--- config.mk ---
export PLATFORM = sky130hd
export DESIGN_NAME = tdc_host_link
export DESIGN_NICKNAME = d
export VERILOG_FILES = /design/src/uart_pkg.sv /design/src/tdc_ctrl_pkg.sv /design/src/uart_rx.sv /design/src/uart_tx.sv /design/src/tdc_main_control.sv /design/src/tdc_host_link.sv
export SDC_FILE = /design/constraint.sdc
export NUM_CORES = 1
export LEC_CHECK = 0
export BUFFER_PORTS_ARGS = -buffer_cell sky130_fd_sc_hd__buf_2
export CORE_UTILIZATION = 35
export CTS_BUF_LIST = sky130_fd_sc_hd__clkbuf_4
export DETAILED_ROUTE_END_ITERATION = 16
export SYNTH_ARGS = -nofsm -noshare
export SYNTH_HDL_FRONTEND = slang
export SYNTH_SLANG_ARGS = --single-unit
--- constraint.sdc ---
create_clock -name clk -period 3.06 [get_ports clk]
set_input_delay 0.153 -clock clk [delete_from_list [all_inputs] [get_ports clk]]
set_output_delay 0.153 -clock clk [all_outputs]
set_load 0.05 [all_outputs]
--- src/uart_pkg.sv ---
`default_nettype none

package uart_pkg;

  // phases of one serial frame, shared by rx and tx
  typedef enum logic [1:0] {
    uart_idle  = 2'd0,  // line high, waiting
    uart_start = 2'd1,  // start bit
    uart_data  = 2'd2,  // data bits, lsb first
    uart_stop  = 2'd3   // stop bit
  } uart_state_t;

  // payload bits per frame, no parity
  localparam int UART_DATA_BITS = 8;

endpackage

`default_nettype wire

--- src/tdc_ctrl_pkg.sv ---
`default_nettype none

package tdc_ctrl_pkg;

  // ascii command bytes from the host
  typedef enum logic [7:0] {
    cmd_boot   = 8'h64,  // 'd'
    cmd_pause  = 8'h73,  // 's'
    cmd_play   = 8'h70,  // 'p'
    cmd_status = 8'h3f   // '?'
  } cmd_t;

  // controller sequencing
  typedef enum logic [1:0] {
    st_idle        = 2'd0,  // decode commands
    st_enable_low  = 2'd1,  // tdc held off while it boots
    st_pulse_reset = 2'd2,  // one cycle of soft reset
    st_send_reply  = 2'd3   // wait for the transmitter
  } ctrl_state_t;

  // reply after a finished boot, 'k'
  localparam logic [7:0] ACK_BYTE = 8'h6b;

  // status reply is this base with
  // bit0 play, bit1 pause, bit2 tdc_enable
  localparam logic [7:0] STATUS_BASE = 8'h40;

endpackage

`default_nettype wire

--- src/uart_rx.sv ---
`default_nettype none
`timescale 1ns/1ps

module uart_rx #(
  parameter int CLKS_PER_BIT = 868
) (
  input  logic       clk,
  input  logic       rst,
  input  logic       rx,
  output logic [7:0] rx_data,
  output logic       new_rx_data
);

  import uart_pkg::*;

  localparam int CNT_W = (CLKS_PER_BIT > 1) ? $clog2(CLKS_PER_BIT) : 1;
  localparam int IDX_W = $clog2(UART_DATA_BITS);
  localparam logic [CNT_W-1:0] CNT_LAST = CNT_W'(CLKS_PER_BIT - 1);
  localparam logic [CNT_W-1:0] CNT_MID = CNT_W'((CLKS_PER_BIT - 1) / 2);
  localparam logic [IDX_W-1:0] IDX_LAST = IDX_W'(UART_DATA_BITS - 1);

  logic                      rx_meta;
  logic                      rx_sync;
  uart_state_t               state;
  logic [CNT_W-1:0]          clk_cnt;
  logic [IDX_W-1:0]          bit_idx;
  logic [UART_DATA_BITS-1:0] shift_q;

  // two-flop synchronizer, line idles high
  always_ff @(posedge clk) begin
    if (rst) begin
      rx_meta <= 1'b1;
      rx_sync <= 1'b1;
    end else begin
      rx_meta <= rx;
      rx_sync <= rx_meta;
    end
  end

  always_ff @(posedge clk) begin
    if (rst) begin
      state       <= uart_idle;
      clk_cnt     <= '0;
      bit_idx     <= '0;
      new_rx_data <= 1'b0;
    end else begin
      new_rx_data <= 1'b0;  // strobe lasts one cycle
      case (state)
        uart_idle: begin
          clk_cnt <= '0;
          bit_idx <= '0;
          if (!rx_sync) begin
            state <= uart_start;  // falling edge seen
          end
        end
        uart_start: begin
          if (clk_cnt == CNT_MID) begin
            clk_cnt <= '0;
            state   <= rx_sync ? uart_idle : uart_data;  // glitch goes back to idle
          end else begin
            clk_cnt <= clk_cnt + 1'b1;
          end
        end
        uart_data: begin
          if (clk_cnt == CNT_LAST) begin
            clk_cnt <= '0;
            shift_q <= {rx_sync, shift_q[UART_DATA_BITS-1:1]};  // lsb arrives first
            if (bit_idx == IDX_LAST) begin
              state <= uart_stop;
            end else begin
              bit_idx <= bit_idx + 1'b1;
            end
          end else begin
            clk_cnt <= clk_cnt + 1'b1;
          end
        end
        uart_stop: begin
          if (clk_cnt == CNT_LAST) begin
            clk_cnt <= '0;
            state   <= uart_idle;
            if (rx_sync) begin  // bad stop bit drops the frame
              rx_data     <= shift_q;
              new_rx_data <= 1'b1;
            end
          end else begin
            clk_cnt <= clk_cnt + 1'b1;
          end
        end
        default: state <= uart_idle;
      endcase
    end
  end

endmodule

`default_nettype wire

--- src/uart_tx.sv ---
`default_nettype none
`timescale 1ns/1ps

module uart_tx #(
  parameter int CLKS_PER_BIT = 868
) (
  input  logic       clk,
  input  logic       rst,
  input  logic [7:0] tx_data,
  input  logic       new_tx_data,
  output logic       tx_busy,
  output logic       tx
);

  import uart_pkg::*;

  localparam int CNT_W = (CLKS_PER_BIT > 1) ? $clog2(CLKS_PER_BIT) : 1;
  localparam int IDX_W = $clog2(UART_DATA_BITS);
  localparam logic [CNT_W-1:0] CNT_LAST = CNT_W'(CLKS_PER_BIT - 1);
  localparam logic [IDX_W-1:0] IDX_LAST = IDX_W'(UART_DATA_BITS - 1);

  uart_state_t               state;
  logic [CNT_W-1:0]          clk_cnt;
  logic [IDX_W-1:0]          bit_idx;
  logic [UART_DATA_BITS-1:0] shift_q;

  always_ff @(posedge clk) begin
    if (rst) begin
      state   <= uart_idle;
      clk_cnt <= '0;
      bit_idx <= '0;
      tx_busy <= 1'b0;
      tx      <= 1'b1;
    end else begin
      case (state)
        uart_idle: begin
          clk_cnt <= '0;
          bit_idx <= '0;
          if (new_tx_data) begin
            shift_q <= tx_data;
            tx      <= 1'b0;  // start bit from the next cycle on
            tx_busy <= 1'b1;
            state   <= uart_start;
          end
        end
        uart_start: begin
          if (clk_cnt == CNT_LAST) begin
            clk_cnt <= '0;
            tx      <= shift_q[0];
            state   <= uart_data;
          end else begin
            clk_cnt <= clk_cnt + 1'b1;
          end
        end
        uart_data: begin
          if (clk_cnt == CNT_LAST) begin
            clk_cnt <= '0;
            if (bit_idx == IDX_LAST) begin
              tx    <= 1'b1;  // stop bit
              state <= uart_stop;
            end else begin
              tx      <= shift_q[1];  // next bit before the shift lands
              shift_q <= shift_q >> 1;
              bit_idx <= bit_idx + 1'b1;
            end
          end else begin
            clk_cnt <= clk_cnt + 1'b1;
          end
        end
        uart_stop: begin
          if (clk_cnt == CNT_LAST) begin
            clk_cnt <= '0;
            tx_busy <= 1'b0;  // frame done, ready for the next byte
            state   <= uart_idle;
          end else begin
            clk_cnt <= clk_cnt + 1'b1;
          end
        end
        default: state <= uart_idle;
      endcase
    end
  end

endmodule

`default_nettype wire

--- src/tdc_main_control.sv ---
`default_nettype none
`timescale 1ns/1ps

module tdc_main_control #(
  parameter int BOOT_CYCLES = 170000
) (
  input  logic       clk,
  input  logic       rst,
  input  logic [7:0] rx_data,
  input  logic       new_rx_data,
  output logic [7:0] tx_data,
  output logic       new_tx_data,
  input  logic       tx_busy,
  output logic       tdc_enable,
  output logic       soft_reset,
  output logic       play,
  output logic       pause
);

  import tdc_ctrl_pkg::*;

  localparam int BOOT_W = $clog2(BOOT_CYCLES + 1);
  localparam logic [BOOT_W-1:0] BOOT_LAST = BOOT_W'(BOOT_CYCLES - 1);

  ctrl_state_t       state_d;
  ctrl_state_t       state_q;
  logic [BOOT_W-1:0] boot_cnt_d;
  logic [BOOT_W-1:0] boot_cnt_q;
  logic [7:0]        reply_d;
  logic [7:0]        reply_q;
  logic              play_d;
  logic              play_q;
  logic              pause_d;
  logic              pause_q;
  logic              tdc_enable_d;
  logic              tdc_enable_q;
  logic              soft_reset_d;
  logic              soft_reset_q;
  cmd_t              cmd;

  assign cmd        = cmd_t'(rx_data);
  assign tx_data    = reply_q;
  assign tdc_enable = tdc_enable_q;
  assign soft_reset = soft_reset_q;
  assign play       = play_q;
  assign pause      = pause_q;

  always_comb begin
    state_d      = state_q;
    boot_cnt_d   = boot_cnt_q;
    reply_d      = reply_q;
    play_d       = play_q;
    pause_d      = pause_q;
    tdc_enable_d = tdc_enable_q;
    soft_reset_d = 1'b0;  // only ever a single-cycle pulse
    new_tx_data  = 1'b0;

    case (state_q)
      st_idle: begin
        if (new_rx_data) begin
          case (cmd)
            cmd_boot: begin
              tdc_enable_d = 1'b0;  // power the tdc down for the boot interval
              boot_cnt_d   = '0;
              state_d      = st_enable_low;
            end
            cmd_pause: begin
              pause_d = 1'b1;
              play_d  = 1'b0;
            end
            cmd_play: begin
              play_d  = 1'b1;
              pause_d = 1'b0;
            end
            cmd_status: begin
              reply_d = STATUS_BASE | {5'b0, tdc_enable_q, pause_q, play_q};
              state_d = st_send_reply;
            end
            default: ;  // anything else is ignored
          endcase
        end
      end
      st_enable_low: begin
        if (boot_cnt_q == BOOT_LAST) begin
          tdc_enable_d = 1'b1;
          soft_reset_d = 1'b1;  // pulse lines up with the first enabled cycle
          state_d      = st_pulse_reset;
        end else begin
          boot_cnt_d = boot_cnt_q + 1'b1;
        end
      end
      st_pulse_reset: begin
        reply_d = ACK_BYTE;
        state_d = st_send_reply;
      end
      st_send_reply: begin
        if (!tx_busy) begin  // hold the reply until the tx is free
          new_tx_data = 1'b1;
          state_d     = st_idle;
        end
      end
      default: state_d = st_idle;
    endcase
  end

  always_ff @(posedge clk) begin
    if (rst) begin
      state_q      <= st_idle;
      boot_cnt_q   <= '0;
      play_q       <= 1'b0;
      pause_q      <= 1'b0;
      tdc_enable_q <= 1'b0;
      soft_reset_q <= 1'b0;
    end else begin
      state_q      <= state_d;
      boot_cnt_q   <= boot_cnt_d;
      play_q       <= play_d;
      pause_q      <= pause_d;
      tdc_enable_q <= tdc_enable_d;
      soft_reset_q <= soft_reset_d;
    end
  end

  always_ff @(posedge clk) begin
    reply_q <= reply_d;  // reply byte waiting for the transmitter
  end

endmodule

`default_nettype wire

--- src/tdc_host_link.sv ---
`default_nettype none
`timescale 1ns/1ps

module tdc_host_link #(
  parameter int CLKS_PER_BIT = 868,
  parameter int BOOT_CYCLES  = 170000
) (
  input  logic clk,
  input  logic rst,
  input  logic rx,
  output logic tx,
  output logic tdc_enable,
  output logic soft_reset,
  output logic play,
  output logic pause
);

  logic [7:0] rx_data;
  logic       new_rx_data;
  logic [7:0] tx_data;
  logic       new_tx_data;
  logic       tx_busy;

  // host bytes in
  uart_rx #(
    .CLKS_PER_BIT(CLKS_PER_BIT)
  ) u_uart_rx (
    .clk        (clk),
    .rst        (rst),
    .rx         (rx),
    .rx_data    (rx_data),
    .new_rx_data(new_rx_data)
  );

  // command decode and boot sequencing
  tdc_main_control #(
    .BOOT_CYCLES(BOOT_CYCLES)
  ) u_tdc_main_control (
    .clk        (clk),
    .rst        (rst),
    .rx_data    (rx_data),
    .new_rx_data(new_rx_data),
    .tx_data    (tx_data),
    .new_tx_data(new_tx_data),
    .tx_busy    (tx_busy),
    .tdc_enable (tdc_enable),
    .soft_reset (soft_reset),
    .play       (play),
    .pause      (pause)
  );

  // replies out
  uart_tx #(
    .CLKS_PER_BIT(CLKS_PER_BIT)
  ) u_uart_tx (
    .clk        (clk),
    .rst        (rst),
    .tx_data    (tx_data),
    .new_tx_data(new_tx_data),
    .tx_busy    (tx_busy),
    .tx         (tx)
  );

endmodule

`default_nettype wire

==> results.sh <==
export IMPL_dp_hpwl_um=5193
export IMPL_critPathKind="flip-flop to flip-flop"
export IMPL_final_cell_mix="dfxtp_1 (59), nand2_1 (36), nor2_1 (34)"
export IMPL_die_h_um=110.0
export IMPL_synth_warnings=0
export IMPL_port_buffers=7
export IMPL_synth_edf_count=27
export IMPL_min_path_type="input pin to flip-flop"
export IMPL_drive_above_1_share=0.1218
export IMPL_fin_crit_ns=2.386
export IMPL_yosysUniqueCellTypes=57
export IMPL_finalMaxSlewViolations=0
export IMPL_timing_final_hold_violations=0
export IMPL_vias_per_cell=5.305
export IMPL_clkLatencyLatePin_ns=0.45
export IMPL_period_share=0.7796
export IMPL_antenna_cells=0
export IMPL_async_flop_share=0
export IMPL_netlist_instances=413
export IMPL_grt_total_usage=0.1380
export IMPL_grt_pass1_wl_um=12950
export IMPL_antenna_found_initial=0
export IMPL_layout_nets=442
export IMPL_ys_ff_latch=86
export IMPL_cts_tree="built"
export IMPL_drv_cap=0
export IMPL_drtAntennaViolNets=0
export IMPL_rsz0062_at_grt="false"
export IMPL_cp_arrival_ns=2.77
export IMPL_grt_pass1_vias=2860
export IMPL_syn_nets=433
export IMPL_num_vias=3024
export IMPL_drc=0
export IMPL_grt_max_degree=39
export IMPL_netlist_area_um2=4079
export IMPL_rr_startpoint="u_tdc_main_control.state_q[1]$_SDFFE_PP0P_"
export IMPL_p_leak_nw=1.483
export IMPL_first_pass_iters=4
export IMPL_cp_start_kind="flip-flop"
export IMPL_status="complete, no violations"
export IMPL_setup_tns_final_ns=0
export IMPL_tightestPinTransition_ns=0.7582
export IMPL_layout_commonest_cell="dfxtp_1"
export IMPL_ys_seq_area_frac=0.4883
export IMPL_clkTransAtPathRegs_ns=0.16
export IMPL_cp_required_ns=3.45
export IMPL_routabilityCongestion=0.7989
export IMPL_drt_iter0_markers=168
export IMPL_cts_max_path_buffers=2
export IMPL_fmaxAchievable_mhz=419.2
export IMPL_area_growth_pct=8.037
export IMPL_cp_max_fo=15
export IMPL_cellPowerDensity_nw_per_um2=482.7
export IMPL_endpoint_kind="flip-flop"
export IMPL_r2r_cells=7
export IMPL_synth_top_flop_cell="dfxtp_1"
export IMPL_post_route_util=0.3876
export IMPL_cts_buffers=9
export IMPL_die_w_um=110.0
export IMPL_coreArea_um2=11370
export IMPL_cts_sinks=86
export IMPL_wl_per_cell_um=13.39
export IMPL_ir_drop_mv=0.3412
export IMPL_root_buffer="clkbuf_4"
export IMPL_die_area_um2=12090
export IMPL_holdCritStartpoint="rst"
export IMPL_start_util=0.3588
export IMPL_routed_wl_um=7630
export IMPL_rr_endpoint="u_tdc_main_control.boot_cnt_q[15]$_SDFFE_PP0P_"
export IMPL_whs_path_depth=2
export IMPL_io_pins=8
export IMPL_worst_clock_skew_ns=0.01159
export IMPL_synth_avg_cell_area_um2=9.876
export IMPL_setup_viol=0
export IMPL_rows=39
export IMPL_relSlewSlack=0.4900
export IMPL_grt_overflow_total=0
export IMPL_r2r_setup_slack_ns=0.67
export IMPL_htreeDepth=3
## flip-flops by register name, summed over array words and instances (netlist names), 2 cells and up, named ones only
| signal | count |
|---|---|
| u_tdc_main_control.boot_cnt_q | 18 |
| u_tdc_main_control.state_q | 2 |
| u_tdc_main_control.tx_data | 4 |
| u_uart_rx.bit_idx | 3 |
| u_uart_rx.clk_cnt | 10 |
| u_uart_rx.rx_data | 8 |
| u_uart_rx.shift_q | 8 |
| u_uart_tx.bit_idx | 3 |
| u_uart_tx.clk_cnt | 10 |
| u_uart_tx.shift_q | 7 |
| u_uart_tx.state | 2 |
## timing repair
| item | in CTS | in global routing |
|---|---|---|
| buffers inserted | 0 | 0 |
| hold buffers | 1 | 0 |
| hold endpoints to repair | 1 | 0 |
| gates resized for setup | 0 | 0 |
## critical path, cell delays in order, from the launching register on
cell and delay (ns):
dfxtp_1 0.37, inv_1 0.11, ha_1 0.26, and2_1 0.21, a31oi_2 0.30, a31o_4 0.38, or4b_1 0.51, a31oi_1 0.17
## stage by stage
stage          setup WS (ns)  cells  area (µm²)  hold slack, ns  power (W)
2_1_floorplan         0.6667    413        4079          0.2568   0.001438
6_report              0.6743    570        4407          0.2317   0.002127
4_1_cts               0.6591    570        4407          0.2169   0.002157
3_5_place_dp          0.6995    553        4260          0.3392   0.001498
5_1_grt               0.4487    570        4407          0.2497   0.002234
3_3_place_gp          0.7851    553        4260          0.3395   0.001489
## worst max-delay path by stage
stage / from / to / slack (ns)
after floorplan: u_uart_rx.clk_cnt[0]$_SDFF_PP0_ / u_uart_rx.rx_data[0]$_DFFE_PP_ / 0.67
after global placement: u_tdc_main_control.state_q[0]$_SDFFE_PP0P_ / u_tdc_main_control.boot_cnt_q[15]$_SDFFE_PP0P_ / 0.79
after detailed placement: u_tdc_main_control.state_q[1]$_SDFFE_PP0P_ / u_tdc_main_control.boot_cnt_q[15]$_SDFFE_PP0P_ / 0.70
after CTS: u_tdc_main_control.state_q[1]$_SDFFE_PP0P_ / u_tdc_main_control.boot_cnt_q[15]$_SDFFE_PP0P_ / 0.66
after global routing: u_tdc_main_control.state_q[0]$_SDFFE_PP0P_ / u_tdc_main_control.boot_cnt_q[17]$_SDFFE_PP0P_ / 0.45
final: u_tdc_main_control.state_q[1]$_SDFFE_PP0P_ / u_tdc_main_control.boot_cnt_q[15]$_SDFFE_PP0P_ / 0.67
## final cells by class
| cell class | instances | area (µm²) |
|---|---|---|
| multi-input combinational | 301 | 1979 |
| clock buffer | 9 | 67.56 |
| sequential | 86 | 1992 |
| tap | 143 | 178.9 |
| clock inverter | 7 | 68.82 |
| inverter | 12 | 45.04 |
| timing repair buffer | 12 | 75.07 |
| fill | 1146 | 6963 |
## cells by family after synthesis
family	synth area share
AND/OR/NAND/NOR	0.2699
flip-flops	0.4883
AO/OA/AOI/OAI	0.1061
buffers and inverters	0.02638
XOR/XNOR	0.03865
adder cells (fa/ha/maj)	0.05215
multiplexers	0.01840
## report_power, final
group / internal, W / switching [W]
Clock: 0.000196 / 0.000457
Sequential: 0.00121 / 0.0000231
Combinational: 0.0000853 / 0.000153
Total: 0.00149 / 0.000633
## routing by layer
metal / vias to the layer above / GRT usage / wire length [µm]
li1: 1531 / - / -
met5: - / 0 / 0
met2: 37 / 0.2268 / 3546
met4: 0 / 0.05333 / 131
met1: 1444 / 0.1696 / 3746
met3: 12 / 0.04031 / 205
## synth_stat cells (5+ instances only)
| library cell | number | area share |
|---|---|---|
| a21oi_1 | 19 | 0.023 |
| and2_1 | 5 | 0.0077 |
| nor3_1 | 11 | 0.013 |
| inv_1 | 12 | 0.011 |
| nor4_1 | 5 | 0.0077 |
| a31oi_1 | 7 | 0.011 |
| and3_1 | 12 | 0.018 |
| nor2_1 | 34 | 0.031 |
| xor2_1 | 6 | 0.013 |
| nor2b_1 | 9 | 0.014 |
| nand3_1 | 29 | 0.036 |
| or2_2 | 9 | 0.014 |
| nor4b_1 | 8 | 0.017 |
| clkbuf_1 | 10 | 0.0092 |
| nand2_1 | 36 | 0.033 |
| xnor2_1 | 12 | 0.026 |
| ha_1 | 17 | 0.052 |
| edfxtp_1 | 27 | 0.20 |
| dfxtp_1 | 59 | 0.29 |
| o21ai_0 | 12 | 0.015 |
Power figures use the tool's default switching activity.
